File: config.mk
export PLATFORM = sky130hd
export DESIGN_NAME = acw_top
export DESIGN_NICKNAME = d
export VERILOG_FILES = /design/src/design/acw_bus_pkg.sv /design/src/design/acw_prot_pkg.sv /design/src/design/acw_region_regs.sv /design/src/design/acw_region_check.sv /design/src/design/acw_host_gate.sv /design/src/design/acw_csr_port.sv /design/src/design/acw_top.sv
export VERILOG_INCLUDE_DIRS = /design/src /design/src/design
export SDC_FILE = /design/constraint.sdc
export NUM_CORES = 1
export LEC_CHECK = 0
export ABC_AREA = 1
export BUFFER_PORTS_ARGS = -buffer_cell sky130_fd_sc_hd__buf_2
export CAP_MARGIN = 15
export CORE_UTILIZATION = 45
export DETAILED_ROUTE_END_ITERATION = 8
export PLACE_DENSITY = 0.76
export SLEW_MARGIN = 5
export SYNTH_ARGS = -nofsm -noshare
export SYNTH_HDL_FRONTEND = slang
export SYNTH_SLANG_ARGS = --single-unit
File: constraint.sdc
create_clock -name clk -period 3.5 [get_ports clk]
set_input_delay 0.7 -clock clk [delete_from_list [all_inputs] [get_ports clk]]
set_output_delay 0.7 -clock clk [all_outputs]
set_load 0.01 [all_outputs]
File: src/design/acw_params.svh
// region count, register-port base address and register word offsets shared by all RTL
`ifndef ACW_PARAMS_SVH
`define ACW_PARAMS_SVH

// protection table size, four 8-bit region bytes per configuration word
`define ACW_NUM_REGIONS 8
`define ACW_NUM_CFG_WORDS 2
`define ACW_REGIONS_PER_WORD (`ACW_NUM_REGIONS / `ACW_NUM_CFG_WORDS)

// register port decodes address bits 31:10 against this value
`define ACW_BASE_ADDR 22'h0

// word offsets, taken from address bits 9:2
`define ACW_OFS_GO_IDLE 0
`define ACW_OFS_DENIED_ADDR 1
`define ACW_OFS_DENIED_TYPE 2
`define ACW_OFS_STATE 3
`define ACW_OFS_INTR_STATE 4
`define ACW_OFS_INTR_ENABLE 5
`define ACW_OFS_INTR_TEST 6

// configuration words first, then one address word per region
`define ACW_OFS_REGIONS 7

`endif

File: src/design/acw_bus_pkg.sv
// reduced TileLink-UL channel types shared by the host, device and CPU ports
package acw_bus_pkg;

	// A channel opcodes, other encodings are refused by the gate
	typedef enum logic [2:0] {
		PutFullData    = 3'h0,
		PutPartialData = 3'h1,
		Get            = 3'h4
	} tl_opcode_a_e;

	// D channel opcodes
	typedef enum logic [2:0] {
		AccessAck     = 3'h0,
		AccessAckData = 3'h1
	} tl_opcode_d_e;

	// host to device, A request plus D ready
	typedef struct packed {
		logic         a_valid;
		tl_opcode_a_e a_opcode;
		logic [31:0]  a_address;
		logic [31:0]  a_data;
		logic [7:0]   a_source;
		logic [1:0]   a_size;
		logic [3:0]   a_mask;
		logic         d_ready;
	} tl_h2d_t;

	// device to host, D response plus A ready
	typedef struct packed {
		logic         d_valid;
		tl_opcode_d_e d_opcode;
		logic [31:0]  d_data;
		logic [7:0]   d_source;
		logic         d_error;
		logic         a_ready;
	} tl_d2h_t;

endpackage

File: src/design/acw_prot_pkg.sv
// region configuration, denial record and gate state types of the protection logic
`include "acw_params.svh"

package acw_prot_pkg;

	// matching mode, only off and top-of-range are decoded
	typedef enum logic [1:0] {
		MODE_OFF = 2'd0,
		MODE_TOR = 2'd1
	} region_mode_e;

	// one region byte, bit 2 and bits 7:5 are kept but unused
	typedef struct packed {
		logic [2:0]   rsvd;
		region_mode_e mode;
		logic         x;
		logic         w;
		logic         r;
	} region_cfg_t;

	// CPU sees a raw word, the checker sees four region bytes
	typedef union packed {
		logic [31:0] raw;
		region_cfg_t [`ACW_REGIONS_PER_WORD-1:0] region;
	} cfg_word_u;

	// address and opcode of the last refused host request
	typedef struct packed {
		logic [31:0] addr;
		logic [2:0]  opcode;
	} deny_rec_t;

	typedef enum logic [1:0] {
		IDLE        = 2'd0,
		BLOCK_START = 2'd1,
		BLOCK_IDLE  = 2'd2,
		BLOCK_ERR   = 2'd3
	} gate_state_e;

endpackage

File: src/design/acw_region_regs.sv
// region table storage, written and read back one word at a time from the register port
`include "acw_params.svh"

module acw_region_regs (
	input  logic clk,
	input  logic rst,
	input  logic wr_en_i,
	input  logic [3:0] wr_idx_i,
	input  logic [31:0] wr_data_i,
	input  logic [3:0] rd_idx_i,
	output logic [31:0] rd_data_o,
	output acw_prot_pkg::cfg_word_u [`ACW_NUM_CFG_WORDS-1:0] cfg_o,
	output logic [`ACW_NUM_REGIONS-1:0][29:0] addr_o
);
	import acw_prot_pkg::*;

	cfg_word_u [`ACW_NUM_CFG_WORDS-1:0] cfg_q;
	// address words hold address bits 31:2 in their low 30 bits
	logic [`ACW_NUM_REGIONS-1:0][29:0] addr_q;

	// index 0..1 are config words, 2..9 the address words
	always_ff @(posedge clk, negedge rst) begin
		if (!rst) begin
			cfg_q <= '0;
			addr_q <= '0;
		end else if (wr_en_i) begin
			for (int i = 0; i < `ACW_NUM_CFG_WORDS; i++) begin
				if (wr_idx_i == 4'(i))
					cfg_q[i].raw <= wr_data_i;
			end
			for (int i = 0; i < `ACW_NUM_REGIONS; i++) begin
				if (wr_idx_i == 4'(i + `ACW_NUM_CFG_WORDS))
					addr_q[i] <= wr_data_i[29:0];
			end
		end
	end

	// readback mux, unused indices read zero
	always_comb begin
		rd_data_o = '0;
		for (int i = 0; i < `ACW_NUM_CFG_WORDS; i++) begin
			if (rd_idx_i == 4'(i))
				rd_data_o = cfg_q[i].raw;
		end
		for (int i = 0; i < `ACW_NUM_REGIONS; i++) begin
			if (rd_idx_i == 4'(i + `ACW_NUM_CFG_WORDS))
				rd_data_o = {2'b00, addr_q[i]};
		end
	end

	assign cfg_o = cfg_q;
	assign addr_o = addr_q;

endmodule

File: src/design/acw_region_check.sv
// top-of-range region match and read/write permission check for the current host request
`include "acw_params.svh"

module acw_region_check (
	input  acw_prot_pkg::cfg_word_u [`ACW_NUM_CFG_WORDS-1:0] cfg_i,
	input  logic [`ACW_NUM_REGIONS-1:0][29:0] addr_i,
	input  logic [31:0] req_addr_i,
	input  acw_bus_pkg::tl_opcode_a_e req_opcode_i,
	output logic allow_o
);
	import acw_bus_pkg::*;
	import acw_prot_pkg::*;

	region_cfg_t [`ACW_NUM_REGIONS-1:0] region;
	// lower bound of region i is the address word of region i-1
	logic [`ACW_NUM_REGIONS-1:0][29:0] lower;
	logic [`ACW_NUM_REGIONS-1:0] match;
	region_cfg_t sel;
	logic hit;

	// split each config word into its region bytes
	always_comb begin
		for (int w = 0; w < `ACW_NUM_CFG_WORDS; w++) begin
			for (int b = 0; b < `ACW_REGIONS_PER_WORD; b++)
				region[w * `ACW_REGIONS_PER_WORD + b] = cfg_i[w].region[b];
		end
	end

	assign lower = {addr_i[`ACW_NUM_REGIONS-2:0], 30'b0};

	always_comb begin
		for (int i = 0; i < `ACW_NUM_REGIONS; i++) begin
			match[i] = (region[i].mode == MODE_TOR) && (req_addr_i[31:2] >= lower[i]) &&
				(req_addr_i[31:2] < addr_i[i]);
		end
	end

	// walk downward so the lowest matching region wins
	always_comb begin
		sel = '0;
		hit = 1'b0;
		for (int i = `ACW_NUM_REGIONS - 1; i >= 0; i--) begin
			if (match[i]) begin
				sel = region[i];
				hit = 1'b1;
			end
		end
		case (req_opcode_i)
			Get: allow_o = hit && sel.r;
			PutFullData, PutPartialData: allow_o = hit && sel.w;
			// unknown opcodes are never allowed
			default: allow_o = 1'b0;
		endcase
	end

endmodule

File: src/design/acw_host_gate.sv
// blocking FSM between host and device, forwards allowed traffic and answers denials with an error
module acw_host_gate (
	input  logic clk,
	input  logic rst,
	input  acw_bus_pkg::tl_h2d_t host_req_i,
	output acw_bus_pkg::tl_d2h_t host_rsp_o,
	output acw_bus_pkg::tl_h2d_t dev_req_o,
	input  acw_bus_pkg::tl_d2h_t dev_rsp_i,
	input  logic allow_i,
	input  logic go_idle_i,
	output logic deny_o,
	output acw_prot_pkg::deny_rec_t deny_rec_o,
	output acw_prot_pkg::gate_state_e state_o
);
	import acw_bus_pkg::*;
	import acw_prot_pkg::*;

	gate_state_e state_q;
	gate_state_e state_d;
	deny_rec_t rec_q;
	logic [7:0] src_q;
	logic deny_q;
	logic denied;
	tl_d2h_t err_rsp;

	// refused in the same cycle it shows up
	assign denied = (state_q == IDLE) && host_req_i.a_valid && !allow_i;

	// error reply built from the captured request
	always_comb begin
		err_rsp = '0;
		err_rsp.d_valid = 1'b1;
		err_rsp.d_opcode = (rec_q.opcode == Get) ? AccessAckData : AccessAck;
		err_rsp.d_source = src_q;
		err_rsp.d_error = 1'b1;
	end

	always_comb begin
		state_d = state_q;
		// default is straight pass-through in both directions
		dev_req_o = host_req_i;
		host_rsp_o = dev_rsp_i;
		case (state_q)
			IDLE: begin
				dev_req_o.a_valid = host_req_i.a_valid && allow_i;
				host_rsp_o.a_ready = dev_rsp_i.a_ready && allow_i;
				if (denied)
					state_d = BLOCK_START;
			end
			BLOCK_START: begin
				dev_req_o.a_valid = 1'b0;
				dev_req_o.d_ready = 1'b0;
				host_rsp_o = err_rsp;
				if (go_idle_i)
					state_d = host_req_i.d_ready ? IDLE : BLOCK_IDLE;
				else if (host_req_i.d_ready)
					state_d = BLOCK_ERR;
			end
			BLOCK_IDLE: begin
				// go-idle already seen, just finish the error reply
				dev_req_o.a_valid = 1'b0;
				dev_req_o.d_ready = 1'b0;
				host_rsp_o = err_rsp;
				if (host_req_i.d_ready)
					state_d = IDLE;
			end
			default: begin
				// device replies still drain, new host requests stall
				dev_req_o.a_valid = 1'b0;
				host_rsp_o.a_ready = 1'b0;
				if (go_idle_i)
					state_d = IDLE;
			end
		endcase
	end

	always_ff @(posedge clk, negedge rst) begin
		if (!rst) begin
			state_q <= IDLE;
			rec_q <= '0;
			src_q <= '0;
			deny_q <= 1'b0;
		end else begin
			state_q <= state_d;
			deny_q <= denied;
			// record is kept until the next denial
			if (denied) begin
				rec_q.addr <= host_req_i.a_address;
				rec_q.opcode <= host_req_i.a_opcode;
				src_q <= host_req_i.a_source;
			end
		end
	end

	assign deny_o = deny_q;
	assign deny_rec_o = rec_q;
	assign state_o = state_q;

endmodule

File: src/design/acw_csr_port.sv
// CPU register port, decodes Put/Get requests, holds one response and the interrupt registers
`include "acw_params.svh"

module acw_csr_port (
	input  logic clk,
	input  logic rst,
	input  acw_bus_pkg::tl_h2d_t cpu_req_i,
	output acw_bus_pkg::tl_d2h_t cpu_rsp_o,
	input  logic deny_i,
	input  acw_prot_pkg::deny_rec_t deny_rec_i,
	input  acw_prot_pkg::gate_state_e state_i,
	output logic go_idle_o,
	output logic reg_wr_en_o,
	output logic [3:0] reg_wr_idx_o,
	output logic [31:0] reg_wr_data_o,
	output logic [3:0] reg_rd_idx_o,
	input  logic [31:0] reg_rd_data_i,
	output logic irq_o
);
	import acw_bus_pkg::*;

	// response slot, d_valid doubles as the pending flag
	tl_d2h_t rsp_q;
	logic accept;
	logic [7:0] ofs;
	logic is_put, is_get, in_map, is_rd, is_wr, ok, wr_ok;
	logic [31:0] rdata;
	logic intr_state_q, intr_en_q;

	assign accept = cpu_req_i.a_valid && !rsp_q.d_valid;
	assign ofs = cpu_req_i.a_address[9:2];
	assign is_put = (cpu_req_i.a_opcode == PutFullData) || (cpu_req_i.a_opcode == PutPartialData);
	assign is_get = cpu_req_i.a_opcode == Get;

	// map ends after the last region address word
	assign in_map = ofs < (`ACW_OFS_REGIONS + `ACW_NUM_CFG_WORDS + `ACW_NUM_REGIONS);
	assign is_rd = in_map && (ofs != `ACW_OFS_GO_IDLE) && (ofs != `ACW_OFS_INTR_TEST);
	assign is_wr = in_map && ((ofs == `ACW_OFS_GO_IDLE) || (ofs >= `ACW_OFS_INTR_STATE));
	// full word only, inside the base window
	assign ok = (cpu_req_i.a_size == 2'd2) && (&cpu_req_i.a_mask) &&
		(cpu_req_i.a_address[31:10] == `ACW_BASE_ADDR) &&
		((is_put && is_wr) || (is_get && is_rd));
	assign wr_ok = accept && ok && is_put;

	// region table side, index relative to first config word
	assign reg_rd_idx_o = 4'(ofs - `ACW_OFS_REGIONS);
	assign reg_wr_idx_o = reg_rd_idx_o;
	assign reg_wr_data_o = cpu_req_i.a_data;
	assign reg_wr_en_o = wr_ok && (ofs >= `ACW_OFS_REGIONS);
	assign go_idle_o = wr_ok && (ofs == `ACW_OFS_GO_IDLE);

	always_comb begin
		case (ofs)
			`ACW_OFS_DENIED_ADDR: rdata = deny_rec_i.addr;
			`ACW_OFS_DENIED_TYPE: rdata = {29'b0, deny_rec_i.opcode};
			`ACW_OFS_STATE: rdata = {30'b0, state_i};
			`ACW_OFS_INTR_STATE: rdata = {31'b0, intr_state_q};
			`ACW_OFS_INTR_ENABLE: rdata = {31'b0, intr_en_q};
			default: rdata = reg_rd_data_i;
		endcase
	end

	always_ff @(posedge clk, negedge rst) begin
		if (!rst) begin
			rsp_q <= '0;
		end else if (accept) begin
			rsp_q.d_valid <= 1'b1;
			// errors reply as AccessAckData with zero data
			rsp_q.d_opcode <= (is_get || !ok) ? AccessAckData : AccessAck;
			rsp_q.d_data <= (ok && is_get) ? rdata : '0;
			rsp_q.d_source <= cpu_req_i.a_source;
			rsp_q.d_error <= !ok;
		end else if (cpu_req_i.d_ready) begin
			rsp_q.d_valid <= 1'b0;
		end
	end

	// denial and test set the state, a state write clears it
	always_ff @(posedge clk, negedge rst) begin
		if (!rst) begin
			intr_state_q <= 1'b0;
			intr_en_q <= 1'b0;
		end else begin
			if (deny_i || (wr_ok && (ofs == `ACW_OFS_INTR_TEST) && cpu_req_i.a_data[0]))
				intr_state_q <= 1'b1;
			else if (wr_ok && (ofs == `ACW_OFS_INTR_STATE))
				intr_state_q <= 1'b0;
			if (wr_ok && (ofs == `ACW_OFS_INTR_ENABLE))
				intr_en_q <= cpu_req_i.a_data[0];
		end
	end

	always_comb begin
		cpu_rsp_o = rsp_q;
		cpu_rsp_o.a_ready = !rsp_q.d_valid;
	end

	assign irq_o = intr_state_q & intr_en_q;

endmodule

File: src/design/acw_top.sv
// access-control wrapper top, places the register port, region table, checker and host gate
`include "acw_params.svh"

module acw_top (
	input  logic clk,
	input  logic rst,
	input  acw_bus_pkg::tl_h2d_t host_req_i,
	output acw_bus_pkg::tl_d2h_t host_rsp_o,
	output acw_bus_pkg::tl_h2d_t dev_req_o,
	input  acw_bus_pkg::tl_d2h_t dev_rsp_i,
	input  acw_bus_pkg::tl_h2d_t cpu_req_i,
	output acw_bus_pkg::tl_d2h_t cpu_rsp_o,
	output logic irq_o
);
	import acw_prot_pkg::*;

	cfg_word_u [`ACW_NUM_CFG_WORDS-1:0] cfg;
	logic [`ACW_NUM_REGIONS-1:0][29:0] region_addr;
	logic reg_wr_en;
	logic [3:0] reg_wr_idx;
	logic [31:0] reg_wr_data;
	logic [3:0] reg_rd_idx;
	logic [31:0] reg_rd_data;
	logic allow;
	logic go_idle;
	logic deny;
	deny_rec_t deny_rec;
	gate_state_e gate_state;

	acw_csr_port u_csr_port (
		.clk(clk), .rst(rst), .cpu_req_i(cpu_req_i), .cpu_rsp_o(cpu_rsp_o),
		.deny_i(deny), .deny_rec_i(deny_rec), .state_i(gate_state), .go_idle_o(go_idle),
		.reg_wr_en_o(reg_wr_en), .reg_wr_idx_o(reg_wr_idx), .reg_wr_data_o(reg_wr_data),
		.reg_rd_idx_o(reg_rd_idx), .reg_rd_data_i(reg_rd_data), .irq_o(irq_o)
	);

	acw_region_regs u_region_regs (
		.clk(clk), .rst(rst), .wr_en_i(reg_wr_en), .wr_idx_i(reg_wr_idx),
		.wr_data_i(reg_wr_data), .rd_idx_i(reg_rd_idx), .rd_data_o(reg_rd_data),
		.cfg_o(cfg), .addr_o(region_addr)
	);

	// checker looks at the host request as it arrives
	acw_region_check u_region_check (
		.cfg_i(cfg), .addr_i(region_addr), .req_addr_i(host_req_i.a_address),
		.req_opcode_i(host_req_i.a_opcode), .allow_o(allow)
	);

	acw_host_gate u_host_gate (
		.clk(clk), .rst(rst), .host_req_i(host_req_i), .host_rsp_o(host_rsp_o),
		.dev_req_o(dev_req_o), .dev_rsp_i(dev_rsp_i), .allow_i(allow), .go_idle_i(go_idle),
		.deny_o(deny), .deny_rec_o(deny_rec), .state_o(gate_state)
	);

endmodule

Word-level counts from Yosys, hierarchy flattened
Cells that the tools add are included.
{"block": "totals", "input_bits": 214, "wordCells": 196, "output_inout_bits": 176, "regBits": 397}
{"block": "op_classes", "order_cmp": 19, "bitwise_logic": 1, "n_addsub": 1, "n_mux": 46, "n_reduce_logical": 72, "n_eq_ne": 35}
{"operator": "32-bit two-way mux", "count": 11}
{"operator": "30-bit < comparator", "count": 8}
{"operator": "30-bit >= comparator", "count": 7}
{"operator": "32-bit one-hot mux with 5 select lines", "count": 1}
{"operator": "45-bit two-way mux", "count": 1}
{"operator": "1-bit logical AND", "count": 40}
{"operator": "30-bit by 1-bit >= comparator with 1-bit output (second input constant)", "count": 1}
{"operator": "2-bit two-way mux", "count": 14}
{"operator": "8-bit by 3-bit equality test with 1-bit output (second input constant)", "count": 3}
{"operator": "22-bit logical NOT", "count": 1}
{"operator": "2-bit AND reduction", "count": 10}
{"operator": "2-bit by 1-bit equality test with 1-bit output (second input constant)", "count": 9}
{"operator": "1-bit two-way mux", "count": 17}
{"operator": "4-bit by 3-bit equality test with 1-bit output (second input constant)", "count": 4}
{"operator": "8-bit by 2-bit equality test with 1-bit output (second input constant)", "count": 2}
{"operator": "8-bit by 3-bit >= comparator with 1-bit output (second input constant)", "count": 2}
{"operator": "3-bit equality test (second input constant)", "count": 3}
{"operator": "4-bit by 2-bit equality test with 1-bit output (second input constant)", "count": 2}
{"operator": "4-bit equality test (second input constant)", "count": 2}
{"operator": "8-bit by 1-bit equality test with 1-bit output (second input constant)", "count": 1}
{"operator": "8-bit logical NOT", "count": 1}
{"operator": "8-bit by 5-bit < comparator with 1-bit output (second input constant)", "count": 1}
{"operator": "8-bit by 3-bit != test with 1-bit output (second input constant)", "count": 1}
{"operator": "4-bit AND reduction", "count": 2}
{"operator": "19 further kinds", "count": 30}

Logic depth before layout (Yosys ltp)
Gate-level depths: netlist (run 1).
{"block": "depth", "ltp_word": 17, "ltp_mapped": 29, "depth_no_buf": 27}

Cells and area by module
Synthesis (run 1) repeated with hierarchy kept, for this count alone.
{"block": "unflattened", "hier_cells": 3567, "hier_area_um2": 26032.5}
{"module": "acw_region_regs", "area_each_um2": 13132.6, "seq_area_each_um2": 7607.3, "cells_per_inst": 1598, "n_inst": 1}
{"module": "acw_region_check", "area_each_um2": 6866.6, "seq_area_each_um2": 0.0, "cells_per_inst": 1128, "n_inst": 1}
{"module": "acw_csr_port", "area_each_um2": 3113.0, "seq_area_each_um2": 1126.1, "cells_per_inst": 434, "n_inst": 1}
{"module": "acw_host_gate", "area_each_um2": 2920.3, "seq_area_each_um2": 1151.1, "cells_per_inst": 407, "n_inst": 1}

Least setup slack after synthesis (run 1)
Ideal clock, no wire load.
{"block": "synth_timing", "kind": "input to output", "start": "in host_req_i[70] (netlist bit)", "end": "out dev_req_o[82] (netlist bit)", "stages": 19, "setup_slack_ps": 373, "arrival_ps": 2427, "n_path_buf": 0, "t_required_ps": 2800, "path_cell_list": "ha_1 a21o_1 nor2_1 nand2_1 a21oi_1 nand2_1 nor2_1 nand2_1 nand2_1 nand2_1 nand2_1 nand2_1 nand2_1 nand2_1 nand2_1 nand3_1 nand2_1 nand3_1 nor2_1"}
{"element": "start: declaration", "line_no": "acw_top.sv:7", "rtl": "input acw_bus_pkg::tl_h2d_t host_req_i,"}
{"element": "end: declaration", "line_no": "acw_top.sv:9", "rtl": "output acw_bus_pkg::tl_h2d_t dev_req_o,"}

==> reports/qor.yml, run 1 <==
min_period_ns: 3.88
yosysUniqueCellTypes: 43
grt_first_pass_wirelength_microns: 130000
dp.cells: 4168
port_buffers: 309
clock_power_share_pct: 36.2
tightest_slew_ns: 0.824
relSlewSlack_pct: 45.1
r2r-start: "u_region_regs.addr_o[178]$_DFFE_PN0P_"
cp.required_ns: 2.80
globalRoute.totalOverflow: 0
pre_cts_ws_ns: -0.641
hold_violations: 0
detail_route.wl_per_cell_microns: 20.2
drtIter0Drc: 2506
fp.dieArea_sq_um: 55400
synth-seq-cells: 395
clock_path_buffers: 3
grt_antenna_before_repair: 13
setup.worst_path.start_class: "input port"
syn2layout_area_growth_pct: 21.4
final_common_cell: "nand2_1"
rsz0062_at_grt: "yes"
die_w_microns: 235
synth_area_sq_um: 24500
synthCells: 3191
synth_top_area_share_pct: 40.3
grt_max_degree: 91
start_util_pct: 45.6
yosysWarnings: 0
firstDrtPassIters: 5
grt_pass1_vias: 22500
num_rows: 85
synth_flop_cell: "dfrtp_1"
drc_errors: 0
arrival_ns: 3.18
cellPowerDensity_nw_per_um2: 413
ff_latch_area_sq_um: 9880
clock_sinks: 395
io_pins: 390
vias_per_cell: 5.57
yosys.area.top_type: "dfrtp_1"
fin_crit_sh_pct: 111
synth_area_per_cell_sq_um: 7.69
max-vdd-ir-drop_v: 0.000420
place.gp.congestion: 0.974
max_cap_violations: 0
grt_use_total_pct: 30.5
worstHoldPathType: "in -> async"
wirelength_microns: 86200
fmax_ghz: 0.258
r2r_cells: 25
core_area_sq_um: 53800
fill_cells: 4804
multiInputGateArea_sq_um: 12400
power.net_switching_uw: 3930
switching_share_pct: 31.9
worstSetupPathType: "in -> out"
routed-via-count: 23800
antenna_left: 0
cts_made_buffers: 42
htreeDepth: 2
final-instance-count-excl-fill: 4271
timing.rr.end: "u_host_gate.deny_rec_o[26]$_DFFE_PN0P_"
p_leak_uw: 0.0143
path_clk_slew_ns: 0.06
rrSetupSlack_ns: 0.30
synth_edf_count: 0
cts_tree: "yes"
comb_power_share_pct: 23.6
timing.final.ws_setup_ns: -0.380
drive_above_1_share_pct: 20.1
sequentialPowerShare_pct: 40.2
chipHeight_microns: 235
final_cell_mix: "779 x nand2_1, 473 x o21ai_0, 454 x inv_1"
fin_nets: 3996
p_int_uw: 8390
drv_slew: 0
synth_top_cells_by_area: "dfrtp_1 40%, nand2_1 12%, ha_1 12%"
setup_viol: 2
seq_area_frac_synth_pct: 40.3
skew_ns: 0.0227
status: "finished with violations"
clk_latency_ns: 0.60
crit_path_max_fanout: 7
cts_root_buffer: "clkbuf_16"
violations: "setup timing"
hpwl_microns: 63700
synthArstFlopShare_pct: 100
crit_path_end_kind: "primary output"
## how the worst max path moves through the flow
stage                         end                             startpoint
floorplan           dev_req_o[82]                         host_req_i[70]
global placement    host_rsp_o[0]                         host_req_i[54]
detailed placement  host_rsp_o[0]                         host_req_i[54]
CTS                 host_rsp_o[0]  u_region_regs.addr_o[178]$_DFFE_PN0P_
global route        dev_req_o[82]  u_region_regs.addr_o[135]$_DFFE_PN0P_
finish              dev_req_o[82]                         host_req_i[49]
## layer usage
layer / GRT usage (%) / share of wire (%)
met5: 0 / 0.066
met4: 15.0 / 4.4
met3: 5.86 / 9.8
met2: 48.6 / 46
met1: 39.8 / 40
## per-stage QoR
step	total power [uW]	area [sq um]	hold WS, ns	setup TNS, ns	util (%)
CTS	12300	29200	0.212	-0.675	54.2
finish	12300	29800	0.191	-0.735	55.4
floorplan	6490	24500	0.404	0	-
global placement	7760	27500	0.414	-10.12	51.1
detailed placement	7810	27500	0.441	-12.92	51.1
global route	12800	29800	0.240	-1.14	55.3
## power by group through the flow
stage                     Combinational, uW  Sequential, uW  Clock, uW
final                                  2910            4950       4460
after global routing                   3160            4980       4650
after CTS                              2830            4950       4490
after detailed placement               2780            5030          0
after global placement                 2740            5020          0
after floorplan                        1480            5010          0
## logic make-up after synthesis
family / count (synthesis) / synth area share (%)
adders and majority gates: 242 / 12.3
and+or+nand+nor: 1091 / 17.7
other: 1 / 0.0153
DFF: 395 / 40.3
AOI/OAI and AO/OA: 776 / 17.7
muxes: 1 / 0.0408
buffers and inverters: 685 / 11.9
## registers in the layout, summed over array words and instances (netlist names)
register                 count
u_host_gate.deny_o           1
u_host_gate.state_o          2
u_host_gate.src_q            8
u_csr_port.cpu_rsp_o        43
u_region_regs.addr_o       240
u_host_gate.deny_rec_o      35
u_csr_port.intr_state_q      1
u_region_regs.cfg_o         64
u_csr_port.intr_en_q         1
## critical path, cell delays in order
cell and delay, ns:
buf_2 0.13, clkinvlp_4 0.26, buf_4 0.24, ha_1 0.19, inv_1 0.05, a21oi_1 0.06, o21ai_1 0.17, nand2_1 0.07
nand2_1 0.13, nand2_2 0.08, nand2_1 0.09, nor2_2 0.05, nand2_2 0.14, o21ai_1 0.08, inv_1 0.05, nand2_1 0.04
nand2_1 0.08, nand3_2 0.10, nand2_4 0.11, nand3_4 0.09, nor2_2 0.11, buf_2 0.14
## synth_stat cells (2+ instances only)
cell and count:
nor2_2 2, a21oi_1 132, clkbuf_1 93, a31oi_1 2, a211oi_1 7, inv_1 474, or2_2 6, o211ai_1 27
nand4_1 37, clkinv_1 4, o2111ai_1 18, nor2_1 144, o221ai_1 34, a221oi_1 10, nand3_1 59, nor4_1 7
o21a_1 6, nand2_1 811, o21bai_1 2, o21ai_0 485, a32o_1 3, buf_2 29, dfrtp_1 395, ha_1 242
o22ai_1 30, buf_4 83, nor3_1 20, a21o_1 5, o31ai_1 10
## final cells by class
type                            count  share of cell area (%)
Clock inverter                     10                   0.260
Tap cell                          696                    2.92
Sequential cell                   395                    33.2
Clock buffer                       62                    4.26
Multi-Input combinational cell   2112                    41.7
Inverter                          479                    6.05
Timing Repair Buffer              510                    11.5
Antenna cell                        7                  0.0588
## timing repair
item / CTS / global route
resized for setup: 62 / 116
buffers inserted: 10 / 15
hold buffers: 0 / 0
endpoints found under the setup margin: 2 / 2
pin swaps: 27 / 50
(Power assumes the default switching activity.)
==> run 2: changes to the inputs <==
--- a/config.mk
+++ b/config.mk
@@ -10,6 +10,7 @@
 export BUFFER_PORTS_ARGS = -buffer_cell sky130_fd_sc_hd__buf_2
 export CAP_MARGIN = 15
 export CORE_UTILIZATION = 45
+export CTS_BUF_LIST = sky130_fd_sc_hd__clkbuf_4 sky130_fd_sc_hd__clkbuf_8
 export DETAILED_ROUTE_END_ITERATION = 8
 export PLACE_DENSITY = 0.76
 export SLEW_MARGIN = 5
==> constraint.sdc (replaced) <==
create_clock -name clk -period 3.5 [get_ports clk]
set_input_delay 0.7 -clock clk [delete_from_list [all_inputs] [get_ports clk]]
set_output_delay 0.7 -clock clk [all_outputs]
set_load 0.02 [all_outputs]
==> run 2 against run 1 <==
Effect of this change:
- the run still ends with setup timing left
- worst hold slack got worse by 0.080 ns
- combinational power increased by 8.6%
- total power grew 2.0%
- count of clock-buffer cells in the layout is 40 higher
- largest cell class unchanged
- clock skew shrank 0.00066 ns
- sequential cell count unchanged
- sequential power about the same
- sequential share of layout area grew 0.053 points
- maximum frequency down 3.5%
- cell area is 0.16% lower
- cell count up 1.2%
- setup slack worse by 0.14 ns
==> reports/qor.yml, run 2 (synthesis gave the netlist of run 1 again) <==
grt_first_pass_wirelength_microns: 132000
clock_sinks: 395
drive_above_1_share_pct: 20.7
drv_slew: 0
power_uw: 12600
worstHoldPathType: "in -> async"
grt_pass1_vias: 22800
max_cap_violations: 0
io_pins: 390
firstDrtPassIters: 6
drtIter0Drc: 2492
cellPowerDensity_nw_per_um2: 422
fill_cells: 4939
largest_reg_flops: 240
clock_path_buffers: 3
clk_latency_ns: 0.66
tightest_slew_ns: 1.09
htreeDepth: 3
relSlewSlack_pct: 26.2
multiInputGateArea_sq_um: 12300
setup_viol: 2
hold_violations: 0
pre_cts_ws_ns: -0.903
grt_use_total_pct: 31.1
cts_root_buffer: "clkbuf_8"
ff_latch_area_sq_um: 9880
drc_errors: 0
chipHeight_microns: 235
rsz0062_at_grt: "yes"
grt_antenna_before_repair: 14
syn2layout_area_growth_pct: 21.2
rrSetupSlack_ns: 0.42
cts_made_buffers: 68
globalRoute.totalOverflow: 0
dp.cells: 4183
detail_route.wl_per_cell_microns: 20.0
max-vdd-ir-drop_v: 0.000339
violations: "setup timing"
wirelength_microns: 86300
arrival_ns: 3.32
grt_max_degree: 95
num_rows: 85
cp-endpoint: "host_rsp_o[0]"
cp-startpoint: "u_region_regs.addr_o[19]$_DFFE_PN0P_"
timing.final.ws_setup_ns: -0.522
worstSetupPathType: "reg -> out"
skew_ns: 0.0221
hpwl_microns: 63900
path_clk_slew_ns: 0.06
die_w_microns: 235
vias_per_cell: 5.54
crit_path_end_kind: "primary output"
final_cell_mix: "778 x nand2_1, 476 x o21ai_0, 465 x inv_1"
cp.required_ns: 2.80
min_period_ns: 4.02
final_common_cell: "nand2_1"
crit_path_max_fanout: 2
core_area_sq_um: 53800
cts_tree: "yes"
r2r_cells: 23
fp.dieArea_sq_um: 55400
start_util_pct: 45.6
finalSetupTns_ns: -0.995
timing.rr.end: "u_host_gate.deny_rec_o[31]$_DFFE_PN0P_"
final-instance-count-excl-fill: 4321
setup.worst_path.start_class: "flip-flop"
fmax_ghz: 0.249
place.gp.congestion: 0.961
fin_crit_sh_pct: 115
routed-via-count: 23900
p_leak_uw: 0.0143
status: "finished with violations"
antenna_left: 0
fin_nets: 4032
r2r-start: "u_region_regs.addr_o[178]$_DFFE_PN0P_"
port_buffers: 309
hold_ws_ns: 0.112
[run 2: cell types whose count changed in the layout (fill, tap and decap cells not counted), moves of 7 or more]
cell,delta
clkbuf_8,+78
clkbuf_16,-45
clkbuf_4,+16
ha_1,+12
ha_4,-12
inv_1,+11
inv_2,-10
buf_2,+9
clkbuf_1,-9
a21oi_2,-7
[run 2: repair_timing]
action,CTS,global route
setup buffers,10,10
pin swaps,29,30
gates cloned,0,0
hold buffers,0,0
gates resized for setup,63,69
endpoints found under the setup margin,2,2
[run 2: worst max-delay path: stages, from the launching register on]
cell and delay [ns]:
dfrtp_1 0.35, inv_1 0.05, ha_1 0.29, nand2_1 0.08, nor2_2 0.15, buf_4 0.12
nand4_1 0.09, nor4_2 0.38, buf_4 0.18, a21oi_1 0.07, buf_4 0.17, nand3_2 0.09
a211oi_4 0.06, nor2_2 0.19, nand3_4 0.12, nor2_4 0.15, buf_6 0.14
[run 2: final cells by class]
cell class	count	share of cell area, %
clock inverters	9	0.328
inverters	479	6.05
diodes	8	0.0673
multi-input cells	2112	41.2
flip-flops and latches	395	33.2
repair buffers	520	11.8
clock buffers	102	4.38
well taps	696	2.93
[run 2: metrics by stage]
| stage | instance area [sq um] | util (%) |
|---|---|---|
| 2_1_floorplan | 24500 | - |
| 3_3_place_gp | 27600 | 51.4 |
| 3_5_place_dp | 27600 | 51.4 |
| 4_1_cts | 29400 | 54.6 |
| 5_1_grt | 29700 | 55.3 |
| 6_report | 29700 | 55.3 |
[run 2: routing by layer]
metal  wire length (microns)  share of wire [%]  track usage, %
met1                   35000                 41            40.0
met2                   38100                 44            47.5
met3                    8290                9.6            7.76
met4                    4830                5.6            17.8
met5                      73              0.085               0
[run 2: power breakdown]
| group | switching (uW) | internal, uW | leakage, uW | total [uW] |
|---|---|---|---|---|
| clock | 1940 | 2500 | 0.000744 | 4450 |
| sequential | 112 | 4840 | 0.00542 | 4950 |
| combinational | 2190 | 968 | 0.00818 | 3160 |
[run 2: worst min path at each step]
stage | startpoint | end | slack [ns] | cells after the start
global route | rst | u_region_regs.addr_o[83]$_DFFE_PN0P_ | 0.16 | 1
global placement | u_host_gate.deny_o$_DFF_PN0_ | u_csr_port.intr_state_q$_DFFE_PN0P_ | 0.42 | 2
finish | rst | u_region_regs.addr_o[83]$_DFFE_PN0P_ | 0.11 | 1
CTS | rst | u_region_regs.addr_o[53]$_DFFE_PN0P_ | 0.11 | 1
detailed placement | u_host_gate.deny_o$_DFF_PN0_ | u_csr_port.intr_state_q$_DFFE_PN0P_ | 0.44 | 2
floorplan | rst | u_csr_port.cpu_rsp_o[10]$_DFFE_PN0P_ | 0.40 | 0
